`config.mk`:
```
export PLATFORM = sky130hd
export DESIGN_NAME = snd_bus_ctrl
export DESIGN_NICKNAME = d
export VERILOG_FILES = /design/src/logic/snd_pkg.sv /design/src/logic/snd_bus_ctrl.sv
export VERILOG_INCLUDE_DIRS = /design/src /design/src/logic
export SDC_FILE = /design/constraint.sdc
export NUM_CORES = 1
export LEC_CHECK = 0
export BUFFER_PORTS_ARGS = -buffer_cell sky130_fd_sc_hd__buf_4
export CAP_MARGIN = 10
export CORE_MARGIN = 5
export CORE_UTILIZATION = 40
export CTS_CLUSTER_DIAMETER = 50
export DETAILED_ROUTE_END_ITERATION = 12
export HOLD_SLACK_MARGIN = 0.05
export PLACE_DENSITY = 0.79
export SLEW_MARGIN = 15
export SYNTH_ARGS = -nofsm -noshare
export SYNTH_HDL_FRONTEND = slang
export SYNTH_SLANG_ARGS = --single-unit
```
`constraint.sdc`:
```
create_clock -name clk -period 2.4 [get_ports clk]
set_input_delay 0.48 -clock clk [delete_from_list [all_inputs] [get_ports clk]]
set_output_delay 0.48 -clock clk [all_outputs]
set_load 0.1 [all_outputs]
```
`src/logic/snd_consts.svh`:
```
`ifndef SND_CONSTS_SVH
`define SND_CONSTS_SVH

// bus and sample widths
`define SND_ROM_AW      17
`define SND_BANK_W      3
`define SND_RAM_AW      13
`define SND_WAVE_AW     10
`define SND_VOICE_W     11
`define SND_SAMPLE_W    16

// upper address nibble as casez patterns
`define SND_REGION_ROM0 4'b00??
`define SND_REGION_WAVE 4'b0101
`define SND_REGION_RAM  4'b100?
`define SND_REGION_REG  4'b11??

// register select on A[13:12]
`define SND_REG_BANK    2'd0
`define SND_REG_IRQACK  2'd2

`define SND_GAIN_PCM    8'h10   // unity in 4.4
`define SND_GAIN_WAVE   8'h10   // unity in 4.4

`define SND_VOICE_BASE  10'h3f0

`endif

```
`src/logic/snd_pkg.sv`:
```
`default_nettype none

`include "snd_consts.svh"

package snd_pkg;

    // one processor access, stb marks the request cycle
    typedef struct packed {
        logic [15:0] addr;
        logic        rnw;
        logic [7:0]  wdata;
        logic        stb;
    } snd_req_t;

    // processor address seen as a map entry or as a banked ROM address
    typedef union packed {
        struct packed {
            logic [3:0]  region;
            logic [11:0] offset;
        } map;
        struct packed {
            logic [1:0]  window;    // 2'b11 is the fixed bank 0 window
            logic [13:0] page;
        } rom;
    } snd_addr_u;

    typedef struct packed {
        logic                    cs;
        logic                    rnw;
        logic [`SND_WAVE_AW-1:0] addr;
        logic [7:0]              data;
    } snd_bus_t;

    typedef struct packed {
        logic signed [`SND_SAMPLE_W-1:0] left;
        logic signed [`SND_SAMPLE_W-1:0] right;
    } snd_sample_t;

endpackage

`default_nettype wire

```
`src/logic/snd_bus_ctrl.sv`:
```
`timescale 1ns/1ns
`default_nettype none

`include "snd_consts.svh"

module snd_bus_ctrl (
    input  wire                       clk,
    input  wire                       srst_n,
    input  wire                       lvbl,
    input  wire  snd_pkg::snd_req_t   cpu_req,
    input  wire  [7:0]                rom_data,
    input  wire                       rom_ok,
    input  wire  [7:0]                ram_rdata,
    input  wire  [7:0]                wave_rdata,
    output logic                      rom_cs,
    output logic [`SND_ROM_AW-1:0]    rom_addr,
    output logic                      bus_busy,
    output logic                      ram_we,
    output logic [`SND_RAM_AW-1:0]    ram_addr,
    output logic [7:0]                ram_wdata,
    output snd_pkg::snd_bus_t         wave_bus,
    output logic [7:0]                rd_data,
    output logic                      rd_valid,
    output logic                      irq_n
);

    snd_pkg::snd_addr_u    addr;
    logic                  accept;
    logic                  rom_rd, wave_acc, ram_acc, reg_wr, null_rd;
    logic                  rom_done;
    logic [1:0]            reg_sel;
    logic [`SND_BANK_W-1:0] bank;
    logic                  lvbl_l;
    logic                  rd_pend;     // non-ROM read in flight
    logic                  src_ram, src_wave;

    assign addr     = cpu_req.addr;
    assign bus_busy = rom_cs;           // requests are dropped while high
    assign accept   = cpu_req.stb & ~bus_busy;
    assign rom_done = rom_cs & rom_ok;
    assign reg_sel  = addr.rom.page[13:12];

    always_comb begin
        rom_rd   = 1'b0;
        wave_acc = 1'b0;
        ram_acc  = 1'b0;
        reg_wr   = 1'b0;
        null_rd  = 1'b0;
        if (accept) begin
            casez (addr.map.region)
                `SND_REGION_ROM0: rom_rd   = cpu_req.rnw;
                `SND_REGION_WAVE: wave_acc = 1'b1;
                `SND_REGION_RAM:  ram_acc  = 1'b1;
                `SND_REGION_REG: begin
                    // reads here fetch bank 0, writes hit the registers
                    rom_rd = cpu_req.rnw;
                    reg_wr = ~cpu_req.rnw;
                end
                default:          null_rd  = cpu_req.rnw; // open bus reads 0
            endcase
        end
    end

    // work RAM port, A12 comes from the region nibble
    assign ram_we    = ram_acc & ~cpu_req.rnw;
    assign ram_addr  = {addr.map.region[0], addr.map.offset};
    assign ram_wdata = cpu_req.wdata;

    always_comb begin
        wave_bus.cs   = wave_acc;
        wave_bus.rnw  = cpu_req.rnw;
        wave_bus.addr = addr.map.offset[`SND_WAVE_AW-1:0];
        wave_bus.data = cpu_req.wdata;
    end

    always_ff @(posedge clk, negedge srst_n) begin
        if (!srst_n) begin
            rom_cs   <= 1'b0;
            bank     <= '0;
            irq_n    <= 1'b1;
            lvbl_l   <= 1'b0;
            rd_pend  <= 1'b0;
            rd_valid <= 1'b0;
        end else begin
            lvbl_l   <= lvbl;
            rd_pend  <= ((ram_acc | wave_acc) & cpu_req.rnw) | null_rd;
            rd_valid <= rd_pend | rom_done;
            if (rom_rd) begin
                rom_cs <= 1'b1;
            end else if (rom_done) begin
                rom_cs <= 1'b0;
            end
            if (reg_wr && reg_sel == `SND_REG_BANK) begin
                bank <= cpu_req.wdata[4 +: `SND_BANK_W];
            end
            if (reg_wr && reg_sel == `SND_REG_IRQACK) irq_n <= 1'b1;
            if (!lvbl && lvbl_l) irq_n <= 1'b0;    // edge wins over ack
        end
    end

    always_ff @(posedge clk) begin
        if (rom_rd) begin
            rom_addr <= {addr.rom.window == 2'b11 ? {`SND_BANK_W{1'b0}} : bank,
                         addr.rom.page};
        end
        src_ram  <= ram_acc;
        src_wave <= wave_acc;
        if (rom_done) begin
            rd_data <= rom_data;
        end else if (rd_pend) begin
            rd_data <= src_ram  ? ram_rdata  :
                       src_wave ? wave_rdata : 8'd0;
        end
    end

endmodule

`default_nettype wire

```
==> reports/results.ini <==
[cts]
post_cts_resized=0
ctsHtreeMaxLevel=2
clk_latency_ns=0.28
cts_tree=built
cts-root-buf=clkbuf_8
cts.sinks=35
clkTransAtPathRegs_ns=0.07
cts_made_buffers=5
cts_buffer_depth=2

[power_and_ir_drop]
switching_share_pct=37.5
p_clk_share_pct=27.6
power_frac_comb_pct=33.7
power_switching_mw=0.688
seqPwrFrac_pct=38.7
p_leak_nw=1.10
p_per_area_nw_per_um2=773
peakVddDrop_mv=0.357
p_int_mw=1.15

[floorplanning]
rows=23
die_h_um=75.2
die-area_um2=5650
initial_utilization_pct=41.9
chipWidth_um=75.2
ios=125
core_um2=4060

[place]
routabilityCongestion=0.853
dp_hpwl_um=3160
placed_cell_area_um2=2250
io_buffers=109

[logic_synthesis]
synth.distinct_cells=29
syn_nets=195
avgSynthCellArea_um2=12.3
yosys_warnings=0
ys_seq_area_share_pct=58.4
ys_seq_elements=35
synth_area_um2=1700
syn_inst=138

[sta]
slew_headroom_pct=67.5
setup_violations=0
finalHoldViolations=0
tightest_slew_ns=0.487
period_needed_ns=1.96
final.setup.tns_ns=0
drv_slew=0
period_share_pct=81.6
skew_ns=0.00892
fmax_ghz=0.510
rsz0062_at_grt=no

[cells_and_area]
synthToLayoutAreaGrowth_pct=39.8
fin_area_um2=2370
drive_above_1_share_pct=57.8
nets=267
n_antenna_cell=0

[status]
status=finished clean

[route]
ant_nets=0
drtIter0Drc=38
num_vias=1175
vias_per_cell=4.50
wl_um=3720
drc_errors=0
drtPass1Iterations=4
wl_per_cell_um=14.3

[critical_path]
worstPathMaxFanout=4
cp-start-kind=primary input
required_ns=1.92
arrival_ns=1.48
worstSetupEndpointType=primary output
crit_type=primary input to primary output

[hold_path]
hold_class=primary input to flip-flop

[global_routing]
grt_max_degree=18
grt_use_total_pct=12.8
antenna_found_initial=0
grt_pass1_vias=1159
grt_pass1_wl_um=5360
grt_overflow_total=0

[run]
maxCapViolCount=0

==> registers in the layout, indices dropped and copies added (netlist names) <==
| signal | count |
|---|---|
| rom_addr | 17 |
| irq_n | 1 |
| rd_valid | 1 |
| bus_busy | 1 |
| src_ram | 1 |
| rd_data | 8 |
| lvbl_l | 1 |
| bank | 3 |
| rd_pend | 1 |
| src_wave | 1 |
==> Yosys cell counts <==
cell	instances	share of area (%)
nand2_1	10	2.2
a21oi_1	2	0.59
buf_2	2	0.59
mux2_1	3	2.0
or2_1	1	0.37
and2_1	1	0.37
dfstp_2	1	1.5
nand4b_2	1	0.88
a31oi_1	1	0.37
a41oi_1	1	0.52
nor2_1	4	0.88
ha_1	3	2.2
nor3_1	1	0.29
and3b_1	1	0.52
a22oi_1	7	3.1
buf_4	43	19
dfrtp_1	7	10
o21ai_0	6	1.8
or2_2	1	0.37
o22ai_1	1	0.37
nand3b_1	1	0.44
dfxtp_1	2	2.4
buf_6	1	0.66
edfxtp_1	25	44
nor2b_1	4	1.5
inv_1	4	0.88
or3_1	1	0.37
nor2b_4	1	0.81
o21ai_1	2	0.59
==> metrics by stage <==
stage	power, mW	utilization, %	hold slack (ns)	std cells	setup slack, ns
final	1.84	58.5	0.314	261	0.440
after global routing	1.90	58.5	0.303	261	0.396
after CTS	1.85	58.5	0.306	261	0.431
after detailed placement	1.35	55.6	0.305	252	0.435
after global placement	1.34	55.6	0.305	252	0.453
after floorplan	1.30	-	0.184	138	0.0432
==> final timing paths <==
kind	depth (start not counted)	to	startpoint	slack (ns)
worst max register to register	2	rd_data[1]	bus_busy	0.77
worst min register to register	1	irq_n	lvbl_l	0.38
worst max-delay path	4	ram_we	cpu_req[24]	0.44
worst min-delay path	1	lvbl_l	lvbl	0.31
min in group asynchronous	2	bank[2]	srst_n	0.56
max in group asynchronous	2	irq_n	srst_n	1.63
==> cells by family (layout without fill, tap and decap cells) <==
| logic type | after synthesis | count (layout) | share of synthesized area, % |
|---|---|---|---|
| AO/OA/AOI/OAI | 20 | 20 | 7.29 |
| adder cells (fa/ha/maj) | 3 | 3 | 2.21 |
| buffers and inverters | 50 | 123 | 21.1 |
| flip-flops | 35 | 35 | 58.4 |
| multiplexers | 3 | 3 | 1.99 |
| AND/OR/NAND/NOR | 27 | 27 | 8.98 |
==> power by group through the flow <==
stage,combinational [mW],clock (mW),sequential [mW]
floorplan,0.391,0,0.907
global placement,0.617,0,0.722
detailed placement,0.623,0,0.724
CTS,0.625,0.519,0.711
global route,0.642,0.544,0.714
finish,0.619,0.506,0.710
==> area by class of cell <==
type | instances | area (µm²)
clock buffer | 6 | 72.6
tap | 50 | 62.6
inverter | 4 | 15.0
clock inverter | 2 | 37.5
multi-input combinational | 53 | 359
fill | 353 | 1680
timing repair buffer | 111 | 836
sequential | 35 | 992
==> repair_timing <==
action	CTS	global route
endpoints found under the setup margin	0	0
buffers inserted	0	0
endpoints found under the hold margin	7	0
hold buffers	1	0
==> routing by layer <==
layer / GRT usage, % / up-vias / share of wire, %
li1: - / 579 / -
met1: 13.0 / 536 / 32
met2: 24.2 / 54 / 57
met3: 3.87 / 6 / 9.8
met4: 4.85 / 0 / 1.6
met5: 0 / - / 0
==> placed cells by master (no fill, tap or decap), types with 2 or more instances in the layout <==
master,netlist,routed
ha_1,3,3
inv_1,4,4
dfxtp_1,2,2
o21ai_1,2,2
clkbuf_8,0,5
nor2_1,4,4
edfxtp_1,25,25
a21oi_1,2,2
o21ai_0,6,6
nand2_1,10,10
mux2_1,3,3
buf_4,43,110
dfrtp_1,7,7
nor2b_1,4,4
a22oi_1,7,7
==> worst max-delay path: stages <==
cell    delay [ns]
buf_4         0.12
or3_1         0.44
nor3_4        0.13
buf_4         0.31
No activity file was read; power rests on OpenSTA's default activity.
