[src/logic/snd_consts.svh]
`ifndef SND_CONSTS_SVH
`define SND_CONSTS_SVH

// bus and sample widths
`define SND_ROM_AW      17
`define SND_BANK_W      3
`define SND_RAM_AW      13
`define SND_WAVE_AW     10
`define SND_VOICE_W     11
`define SND_SAMPLE_W    16

// upper address nibble as casez patterns
`define SND_REGION_ROM0 4'b00??
`define SND_REGION_WAVE 4'b0101
`define SND_REGION_RAM  4'b100?
`define SND_REGION_REG  4'b11??

// register select on A[13:12]
`define SND_REG_BANK    2'd0
`define SND_REG_IRQACK  2'd2

`define SND_GAIN_PCM    8'h10   // unity in 4.4
`define SND_GAIN_WAVE   8'h10   // unity in 4.4

`define SND_VOICE_BASE  10'h3f0

`endif

[src/logic/snd_mixer.sv]
`timescale 1ns/1ns
`default_nettype none

`include "snd_consts.svh"

module snd_mixer (
    input  wire                              clk,
    input  wire                              srst_n,
    input  wire  signed [`SND_VOICE_W-1:0]   wave_ch,
    input  wire  signed [`SND_VOICE_W-1:0]   pcm_ch,
    output logic signed [`SND_SAMPLE_W-1:0]  mixed,
    output logic                             peak
);

    localparam int AL = `SND_SAMPLE_W - `SND_VOICE_W;  // input left alignment
    localparam int PW = `SND_SAMPLE_W + 9;              // sample x signed gain
    localparam int SW = PW + 1;
    localparam int RW = SW - 4;                         // after the 4.4 shift
    localparam logic signed [RW-1:0] MAXV = 2**(`SND_SAMPLE_W-1) - 1;
    localparam logic signed [RW-1:0] MINV = -(2**(`SND_SAMPLE_W-1));

    logic signed [`SND_SAMPLE_W-1:0] wave_al, pcm_al;
    logic signed [PW-1:0]            wave_p, pcm_p;
    logic signed [SW-1:0]            sum;
    logic signed [RW-1:0]            sum_sh;
    logic                            over_hi, over_lo;

    // 11 bit channels sit in the top of the 16 bit range
    assign wave_al = {wave_ch, {AL{1'b0}}};
    assign pcm_al  = {pcm_ch,  {AL{1'b0}}};

    assign wave_p = wave_al * $signed({1'b0, `SND_GAIN_WAVE});
    assign pcm_p  = pcm_al  * $signed({1'b0, `SND_GAIN_PCM});
    assign sum    = wave_p + pcm_p;
    assign sum_sh = sum[SW-1:4];

    assign over_hi = sum_sh > MAXV;
    assign over_lo = sum_sh < MINV;

    always_ff @(posedge clk, negedge srst_n) begin
        if (!srst_n) begin
            mixed <= '0;
            peak  <= 1'b0;
        end else begin
            peak <= over_hi | over_lo;
            if (over_hi) begin
                mixed <= MAXV[`SND_SAMPLE_W-1:0];
            end else if (over_lo) begin
                mixed <= MINV[`SND_SAMPLE_W-1:0];
            end else begin
                mixed <= sum_sh[`SND_SAMPLE_W-1:0];
            end
        end
    end

endmodule

`default_nettype wire

[config.mk]
export PLATFORM = sky130hd
export DESIGN_NAME = snd_mixer
export DESIGN_NICKNAME = d
export VERILOG_FILES = /design/src/logic/snd_mixer.sv
export VERILOG_INCLUDE_DIRS = /design/src /design/src/logic
export SDC_FILE = /design/constraint.sdc
export NUM_CORES = 1
export LEC_CHECK = 0
export BUFFER_PORTS_ARGS = -buffer_cell sky130_fd_sc_hd__buf_2
export CELL_PAD_IN_SITES_DETAIL_PLACEMENT = 1
export CELL_PAD_IN_SITES_GLOBAL_PLACEMENT = 2
export CORE_MARGIN = 2
export CORE_UTILIZATION = 30
export DETAILED_ROUTE_END_ITERATION = 10
export GPL_TIMING_DRIVEN = 1
export PLACE_DENSITY = 0.89
export SYNTH_ARGS = -nofsm -noshare
export SYNTH_HDL_FRONTEND = slang
export SYNTH_SLANG_ARGS = --single-unit
[constraint.sdc]
create_clock -name clk -period 0.8 [get_ports clk]
set_input_delay 0 -clock clk [delete_from_list [all_inputs] [get_ports clk]]
set_output_delay 0 -clock clk [all_outputs]
set_load 0.01 [all_outputs]
==> results.sh, run 1 <==
export IMPL_critPathMostFrequentCell="ha_4"
export IMPL_syn_avg_cell_area_um2=9.90
export IMPL_rsz0062_at_grt="yes"
export IMPL_drtAntennaViolNets=0
export IMPL_synth_area_leaders="dfrtp_1 (31%), ha_1 (17%), xnor2_1 (4.2%), nand3_1 (3.4%), buf_4 (2.9%)"
export IMPL_ios=41
export IMPL_yosysTopAreaCellShare_pct=31.3
export IMPL_firstDrtPassIters=4
export IMPL_dpl_cell_area_mm2=0.00152
export IMPL_drive_gt1_share_pct=62.6
export IMPL_cp_data_arrival_time_ps=1960
export IMPL_clock_sink_count=13
export IMPL_path_max_fanout=7
export IMPL_ys_types=37
export IMPL_power_leakage_uw=0.000822
export IMPL_portBuffers=40
export IMPL_end_kind="register"
export IMPL_netlist_instances=105
export IMPL_design_area_mm2=0.00177
export IMPL_synth_seq_cells=13
export IMPL_ys_seq_area_share_pct=31.3
export IMPL_wl_per_cell_um=17.1
export IMPL_setup_violations=18
export IMPL_p_per_area_mw_per_mm2=1810
export IMPL_hp_class="in2reg"
export IMPL_status="complete, but fails checks"
export IMPL_cts_tree="built"
export IMPL_overflow=0
export IMPL_cts_max_level=1
export IMPL_die_h_um=62.9
export IMPL_fin_setup_tns_ps=-11550
export IMPL_min_period_ps=1820
export IMPL_critPathRequiredTime_ps=940
export IMPL_yosys_area_top_type="dfrtp_1"
export IMPL_fin_nets=219
export IMPL_gp_congestion=0.757
export IMPL_vias=1147
export IMPL_drt_iter0_markers=31
export IMPL_antennaDiodeCount=0
export IMPL_num_rows=21
export IMPL_hold_violations=0
export IMPL_routed_via_density=5.10
export IMPL_slew_viol_final=0
export IMPL_core_area_mm2=0.00334
export IMPL_crit_path_cell_trace="buf_6, ha_4, fa_2, a21oi_4, o21ai_2, o221ai_2, xor2_2, ha_4, nor2_2, a21oi_1, nand3_1"
export IMPL_post_dp_hpwl_um=2680
export IMPL_grt_antenna_before_repair=0
export IMPL_grt_usage_pct=18.0
export IMPL_cpPeakStageDelay_ps=380
export IMPL_clockRootBuffer="clkbuf_4"
export IMPL_mappedNetlistNets=144
export IMPL_grt_pass1_wl_um=5510
export IMPL_clk_pin_slew_ps=80
export IMPL_vdd_drop_max_v=0.000512
export IMPL_start_kind="input port"
export IMPL_crit_type="in2reg"
export IMPL_grt_max_degree=14
export IMPL_grt_pass1_vias=1217
export IMPL_floorplan_die_area_mm2=0.00395
export IMPL_cap_violations=0
export IMPL_netlist_area_mm2=0.00104
export IMPL_drcViolationCount=0
export IMPL_cts_max_path_buffers=2
export IMPL_fillers=389
export IMPL_cts_buffers=3
export IMPL_finalWorstSetupSlack_ps=-1020
export IMPL_area_delta_synth_final_pct=70.4
export IMPL_wl_um=3850
export IMPL_relSlewSlack_pct=71.7
export IMPL_finalCritPeriodShare_pct=228
export IMPL_dp_cells=211
export IMPL_start_util_pct=31.2
export IMPL_violations="setup timing"
export IMPL_worst_slew_pin_slew_ps=421
export IMPL_die_w_um=62.9
export IMPL_slowest_stage="fa_2"
export IMPL_fin_cells=225
export IMPL_post_route_util_pct=53.1
export IMPL_synth_warnings=0
export IMPL_fmax_ghz=0.548
per-stage QoR:
step	hold slack, ps	total power (uW)	setup slack [ps]
2_1_floorplan	-296	1810	-1110
3_3_place_gp	-119	2340	-1250
3_5_place_dp	-111	2440	-1420
4_1_cts	30.3	3040	-939
5_1_grt	62.2	3410	-1110
6_report	43.3	3210	-1020
cell usage in the layout (no fill, tap or decap), types with 2 or more instances in the layout:
| master | n |
|---|---|
| buf_2 | 36 |
| buf_4 | 34 |
| dfrtp_1 | 13 |
| ha_1 | 7 |
| ha_4 | 7 |
| nand3_1 | 6 |
| buf_6 | 6 |
| o21ai_1 | 5 |
| nand2_1 | 4 |
| nor2_2 | 4 |
| inv_1 | 4 |
| xnor2_1 | 4 |
| a21oi_2 | 3 |
| a21o_1 | 3 |
| clkbuf_4 | 3 |
| nor2_1 | 2 |
| o21ai_2 | 2 |
| o211ai_1 | 2 |
| inv_2 | 2 |
| nand4_1 | 2 |
| a21oi_1 | 2 |
| o21bai_1 | 2 |
critical path, delay by kind of cell:
| kind | cells | cell delay [ps] |
|---|---|---|
| xor+xnor | 1 | 230 |
| compound gates | 4 | 650 |
| simple gates | 2 | 200 |
| buf+inv | 1 | 100 |
| fa+ha+maj | 3 | 780 |
logic make-up after synthesis:
family / count (synthesis) / synth area share [%]
AND/OR/NAND/NOR: 25 / 12.3
flip-flops: 13 / 31.3
buffers and inverters: 14 / 7.34
AO/OA/AOI/OAI: 32 / 25.3
adder cells (fa/ha/maj): 15 / 18.8
XOR/XNOR: 6 / 5.05
report_power, final:
part / internal [uW] / switching (uW) / total [uW]
clock: 193 / 199 / 392
combinational: 941 / 970 / 1910
sequential: 852 / 59.5 / 911
total: 1990 / 1230 / 3210
final timing paths:
kind | startpoint | to | depth (start not counted)
max | wave_ch[0] | mixed[12] | 11
min | pcm_ch[0] | mixed[5] | 3
max in group asynchronous | srst_n | mixed[4] | 2
min in group asynchronous | srst_n | mixed[9] | 2
cells in the mapped netlist, drive strengths merged:
cell	number
a211oi	1
nand2b	1
nand2	5
o31a	1
a21oi	6
xor2	1
o31ai	1
a21o	3
nand4	2
o21bai	3
ha	14
nand3b	1
fa	1
dfrtp	13
a2111oi	1
buf	6
a211o	1
nor4	1
inv	7
o221ai	1
xnor2	5
clkbuf	1
o211a	1
a311o	1
a2111o	1
o211ai	3
o2bb2ai	1
o21ai	7
nor4b	1
nand3	7
nor2	7
final cells by class:
type / count / area, um^2 / share of cell area, %
flip-flops and latches: 13 / 325 / 18.4
inverters: 7 / 28.8 / 1.62
multi-input cells: 78 / 821 / 46.3
repair buffers: 77 / 513 / 29.0
well taps: 46 / 57.6 / 3.25
clock buffers: 4 / 26.3 / 1.48
timing repair:
item / in CTS / in global routing
setup endpoints to repair: 19 / 25
gates resized for setup: 18 / 13
hold buffers: 1 / 0
hold endpoints to repair: 13 / 0
pin swaps: 13 / 7
setup buffers: 4 / 7
sequential cells by signal, indices dropped and copies added, names as in the netlist:
name / flops
peak: 1
mixed: 12
per-layer routing:
metal  global-route usage [%]  wire length (um)
met1                     16.6              1460
met2                     37.8              2220
met3                     1.62               108
met4                     9.17                61
met5                        0                 0
(Power assumes the default switching activity.)
==> run 2, diff against run 1 <==
- ABC_AREA: default -> 1
- CORE_UTILIZATION: 30 -> 27
- PLACE_DENSITY: 0.89 -> 0.83
==> results.sh, run 2 <==
export IMPL_overflow=0
export IMPL_gp_congestion=0.823
export IMPL_synth_edf_count=0
export IMPL_clock_sink_count=13
export IMPL_hp_class="in2reg"
export IMPL_routed_via_density=4.63
export IMPL_grt_pass1_wl_um=5500
export IMPL_drt_iter0_markers=30
export IMPL_cp_num_buf_inv=1
export IMPL_synth_top_cells_by_count="nand2_1 (50), nand3_1 (16), inv_1 (15)"
export IMPL_multiInputGateArea_um2=851
export IMPL_start_util_pct=28.8
export IMPL_seqPwrFrac_pct=29.6
export IMPL_core_area_mm2=0.00374
export IMPL_area_delta_synth_final_pct=67.5
export IMPL_drive_gt1_share_pct=51.4
export IMPL_cts_max_path_buffers=2
export IMPL_drtAntennaViolNets=0
export IMPL_pwr_share_clk_pct=19.1
export IMPL_reg_largest_list="mixed x12, peak x1"
export IMPL_start_kind="input port"
export IMPL_grt_usage_pct=16.1
export IMPL_power_share_combinational_pct=51.3
export IMPL_fillers=479
export IMPL_crit_cells=15
export IMPL_yosys_area_share_adder_pct=18.1
export IMPL_synth_simple_area_share_pct=34.0
export IMPL_status="complete, but fails checks"
export IMPL_portBuffers=40
export IMPL_drcViolationCount=0
export IMPL_min_from="wave_ch[0]"
export IMPL_cpPeakStageDelay_ps=370
export IMPL_clockRootBuffer="clkbuf_8"
export IMPL_synth_xor_area_share_pct=1.63
export IMPL_p_per_area_mw_per_mm2=1610
export IMPL_vdd_drop_max_v=0.000423
export IMPL_worst_slew_pin_slew_ps=263
export IMPL_die_h_um=67.2
export IMPL_cp_data_arrival_time_ps=1630
export IMPL_violations="setup timing"
export IMPL_syn_avg_cell_area_um2=7.13
export IMPL_relSlewSlack_pct=82.5
export IMPL_grt_max_degree=14
export IMPL_slowest_stage="fa_2"
export IMPL_fin_cells=270
export IMPL_largest_register_ffs=12
export IMPL_wl_um=3320
export IMPL_ios=41
export IMPL_grt_pass1_vias=1328
export IMPL_critPathMostFrequentCell="nand2_2"
export IMPL_vias=1249
export IMPL_mappedNetlistNets=190
export IMPL_cp_top_family="adder cells"
export IMPL_final_cell_mix="nand2_1 (42), buf_2 (37), buf_4 (29)"
export IMPL_worstHoldPathCells=4
export IMPL_cp_startpoint="pcm_ch[0]"
export IMPL_cts_tree="built"
export IMPL_synth_mux_area_fraction_pct=0
export IMPL_finalWorstSetupSlack_ps=-649
export IMPL_grt_antenna_before_repair=0
export IMPL_power_leakage_uw=0.000944
export IMPL_p_sw_uw=1050
export IMPL_async_flop_share_pct=100
export IMPL_holdWs_ps=90.3
export IMPL_yosysTopAreaCellShare_pct=30.2
export IMPL_setup_violations=13
export IMPL_internal_power_uw=1860
export IMPL_num_rows=22
export IMPL_path_max_fanout=4
export IMPL_power_uw=2910
export IMPL_netlist_instances=151
export IMPL_finalCritPeriodShare_pct=181
export IMPL_synth_most_common_cell="nand2_1"
export IMPL_end_kind="register"
export IMPL_regMostFlops="mixed"
export IMPL_synth_compound_area_share_pct=7.67
export IMPL_clk_pin_slew_ps=50
export IMPL_synth_ff_type="dfrtp_1"
export IMPL_rsz0062_at_grt="yes"
export IMPL_synth_warnings=0
export IMPL_cap_violations=0
export IMPL_crit_type="in2reg"
export IMPL_netlist_area_mm2=0.00108
export IMPL_firstDrtPassIters=4
export IMPL_pre_cts_slack_ps=-992
export IMPL_synth_area_leaders="dfrtp_1 (30%), nand2_1 (17%), ha_1 (16%), nand3_1 (7.4%), inv_1 (5.2%)"
export IMPL_fin_nets=262
export IMPL_min_period_ps=1450
export IMPL_ys_types=20
export IMPL_cts_buffers=3
export IMPL_synth_top_family_by_area="simple AND/OR/NAND/NOR gates"
export IMPL_seq_area_um2=325
export IMPL_cts_max_level=1
export IMPL_switching_share_pct=36.1
export IMPL_fmax_ghz=0.690
export IMPL_crit_path_cell_trace="buf_6, ha_4, fa_2, nand3_2, nand2_2, nand3_2, nand2_2, nand2_2, nand2_2, nand2_2, nand2_2, ha_4, a21oi_2, o21ai_1, nand2_1"
export IMPL_post_route_util_pct=48.2
export IMPL_yosys_area_top_type="dfrtp_1"
export IMPL_antennaDiodeCount=0
export IMPL_final_common_cell="nand2_1"
export IMPL_critPathRequiredTime_ps=980
export IMPL_ys_seq_area_share_pct=30.2
export IMPL_wl_per_cell_um=12.3
export IMPL_post_dp_hpwl_um=2780
export IMPL_slew_viol_final=0
export IMPL_die_w_um=67.2
export IMPL_floorplan_die_area_mm2=0.00451
export IMPL_synth_seq_cells=13
export IMPL_dp_cells=263
export IMPL_hold_violations=0
[run 2: cell count changes after synthesis, moves of 2 or more]
cell      previous run  this run
a21o_1               3         0
inv_1                7        15
nand2_1              5        50
nand2_2              0         3
nand3_1              7        16
nor2_1               7        12
o211ai_1             2         0
o21ai_0              4         7
o21ai_1              3         0
xnor2_1              5         2
[run 2: what timing repair did]
action | 4_1_cts | 5_1_grt
pin swaps | 10 | 12
gates resized for setup | 16 | 20
cloned | 1 | 0
hold buffers | 1 | 0
setup buffers | 1 | 0
endpoints found under the hold margin | 13 | 0
setup endpoints to repair | 13 | 18
[run 2: worst paths after layout]
check / end / slack [ps]
worst max-delay path: mixed[9] / -650
worst min-delay path: mixed[5] / 90
max in group asynchronous: peak / 430
min in group asynchronous: mixed[9] / 160
[run 2: logic make-up (layout without fill, tap and decap cells)]
| kind of cell | after synthesis | after routing |
|---|---|---|
| AND/OR/NAND/NOR | 86 | 86 |
| XOR/XNOR | 2 | 2 |
| adder cells (fa/ha/maj) | 15 | 15 |
| flip-flops | 13 | 13 |
| AO/OA/AOI/OAI | 15 | 15 |
| buffers and inverters | 20 | 91 |
[run 2: cell type report]
| type | count | area share [%] |
|---|---|---|
| clock inverters | 1 | 0.277 |
| repair buffers | 70 | 24.8 |
| clock buffers | 3 | 2.29 |
| inverters | 16 | 3.88 |
| well taps | 48 | 3.33 |
| flip-flops and latches | 13 | 18.0 |
| multi-input cells | 118 | 47.2 |
| repair inverters | 1 | 0.277 |
[run 2: power by group through the flow]
stage / logic [uW] / clock network [uW] / registers (uW)
6_report: 1490 / 556 / 863
5_1_grt: 1680 / 621 / 878
4_1_cts: 1400 / 572 / 866
3_5_place_dp: 1300 / 0 / 873
3_3_place_gp: 1260 / 0 / 864
2_1_floorplan: 618 / 0 / 973
[run 2: per-stage QoR]
stage               area, um^2  TNS (ps)
floorplan                 1120     -8530
global placement          1560    -11100
detailed placement        1560    -11990
CTS                       1700     -7640
global route              1800     -9210
finish                    1800     -7680
[run 2: worst min-delay path, cell delays in order]
cell	delay, ps
buf_6	70
ha_4	110
nand2_1	60
nand2_1	50
[run 2: per-layer routing]
layer / track usage [%] / routed length [um]
met3: 1.17 / 119
met4: 7.40 / 41
met1: 17.4 / 1370
met5: 0 / 0
met2: 31.6 / 1790
==> run 3, diff against run 2 <==
- ABC_AREA: 1 -> default
- CORE_ASPECT_RATIO: default -> 0.9
- CORE_UTILIZATION: 27 -> 30
==> results.sh, run 3 (synthesis results as in run 1) <==
export IMPL_regMostFlops="mixed"
export IMPL_cts_tree="built"
export IMPL_critPathRequiredTime_ps=930
export IMPL_switching_share_pct=35.1
export IMPL_p_sw_uw=1120
export IMPL_fin_nets=217
export IMPL_setup_violations=13
export IMPL_vias=1078
export IMPL_dpl_cell_area_mm2=0.00152
export IMPL_die_w_um=66.1
export IMPL_reg_largest_list="mixed x12, peak x1"
export IMPL_worst_slew_pin_slew_ps=537
export IMPL_violations="setup timing"
export IMPL_portBuffers=40
export IMPL_drtAntennaViolNets=0
export IMPL_firstDrtPassIters=4
export IMPL_gp_congestion=0.767
export IMPL_rsz0062_at_grt="yes"
export IMPL_wl_um=3180
export IMPL_die_h_um=59.9
export IMPL_cts_max_path_buffers=2
export IMPL_path_max_fanout=8
export IMPL_post_route_util_pct=50.8
export IMPL_min_period_ps=1820
export IMPL_clockRootBuffer="clkbuf_8"
export IMPL_grt_max_degree=14
export IMPL_start_kind="input port"
export IMPL_hold_violations=0
export IMPL_finalWorstSetupSlack_ps=-1020
export IMPL_fin_cells=221
export IMPL_relSlewSlack_pct=63.9
export IMPL_cts_buffers=3
export IMPL_end_kind="register"
export IMPL_core_area_mm2=0.00335
export IMPL_drt_iter0_markers=17
export IMPL_fmax_ghz=0.549
export IMPL_seqPwrFrac_pct=28.3
export IMPL_p_per_area_mw_per_mm2=1870
export IMPL_ios=41
export IMPL_start_util_pct=31.0
export IMPL_design_area_mm2=0.00170
export IMPL_hp_class="in2reg"
export IMPL_drive_gt1_share_pct=57.1
export IMPL_clock_sink_count=13
export IMPL_vdd_drop_max_v=0.000492
export IMPL_post_dp_hpwl_um=2430
export IMPL_grt_antenna_before_repair=0
export IMPL_slew_viol_final=0
export IMPL_routed_via_density=4.88
export IMPL_antennaDiodeCount=0
export IMPL_status="complete, but fails checks"
export IMPL_num_rows=20
export IMPL_largest_register_ffs=12
export IMPL_internal_power_uw=2070
export IMPL_pwr_share_clk_pct=17.5
export IMPL_cap_violations=0
export IMPL_cts_max_level=1
export IMPL_floorplan_die_area_mm2=0.00395
export IMPL_final_cell_mix="buf_2 (38), buf_4 (30), dfrtp_1 (13)"
export IMPL_dp_cells=209
export IMPL_grt_pass1_vias=1083
export IMPL_clk_pin_slew_ps=50
export IMPL_drcViolationCount=0
export IMPL_crit_type="in2reg"
export IMPL_grt_usage_pct=16.3
export IMPL_overflow=0
export IMPL_grt_pass1_wl_um=4800
export IMPL_cp_data_arrival_time_ps=1950
export IMPL_final_common_cell="buf_2"
export IMPL_power_leakage_uw=0.000812
export IMPL_power_share_combinational_pct=54.2
export IMPL_area_delta_synth_final_pct=63.8
export IMPL_finalCritPeriodShare_pct=228
export IMPL_wl_per_cell_um=14.4
## run 3: cell count changes in the layout (fill, tap and decap cells not counted), moves of 4 or more
cell | previous run | this run
nand3_2 | 5 | 0
inv_1 | 14 | 5
nand2_1 | 42 | 4
nand2_2 | 11 | 1
nand3_1 | 12 | 7
a21oi_2 | 5 | 1
## run 3: timing repair
item                                    CTS  global route
setup buffers                             3             4
endpoints found under the setup margin   13            18
hold endpoints to repair                 13             0
gates resized for setup                   5            12
pin swaps                                11             6
hold buffers                              1             0
## run 3: final cells by class
| cell class | instances | area [um^2] |
|---|---|---|
| clock buffers | 4 | 45.0 |
| fillers | 406 | 1650 |
| inverters | 7 | 28.8 |
| flip-flops and latches | 13 | 325 |
| multi-input cells | 78 | 752 |
| well taps | 44 | 55.1 |
| repair buffers | 75 | 497 |
## run 3: path summary, 6_finish.rpt
check	cells after the start	start	end	slack (ps)
min in group asynchronous	2	srst_n	mixed[5]	170
worst min-delay path	3	wave_ch[0]	mixed[5]	90
worst max-delay path	11	pcm_ch[0]	mixed[9]	-1020
max in group asynchronous	2	srst_n	peak	430
## run 3: worst max-delay path: stages
cell      delay [ps]
buf_8            100
ha_4             160
fa_2             370
a21oi_4          150
o21ai_2           80
o221ai_2         220
xor2_2           150
ha_4             230
buf_4            140
buf_6            110
o21ai_0          240
## run 3: power by group through the flow
stage,Combinational (uW),Clock [uW],Sequential [uW]
finish,1730,557,904
global route,1900,609,923
CTS,1560,568,909
detailed placement,1490,0,920
global placement,1450,0,905
floorplan,778,0,1040
## run 3: metrics by stage
step | setup TNS, ps | setup slack, ps | hold slack, ps | power (uW)
global route | -13200 | -1130 | 99.8 | 3440
finish | -11950 | -1020 | 91.0 | 3190
CTS | -12080 | -1070 | 85.1 | 3030
global placement | -14860 | -1260 | -118 | 2350
detailed placement | -16160 | -1410 | -118 | 2410
floorplan | -12090 | -1110 | -296 | 1810
## run 3: routing by layer
layer  global-route usage, %  part of all wire (%)  vias to the layer above  routed length, um
met1                    18.3                    39                      512               1250
li1                        -                     -                      525                  -
met5                       0                     0                        -                  0
met3                    1.51                   4.6                        8                146
met4                    7.00                   2.3                        0                 73
met2                    31.3                    54                       33               1710
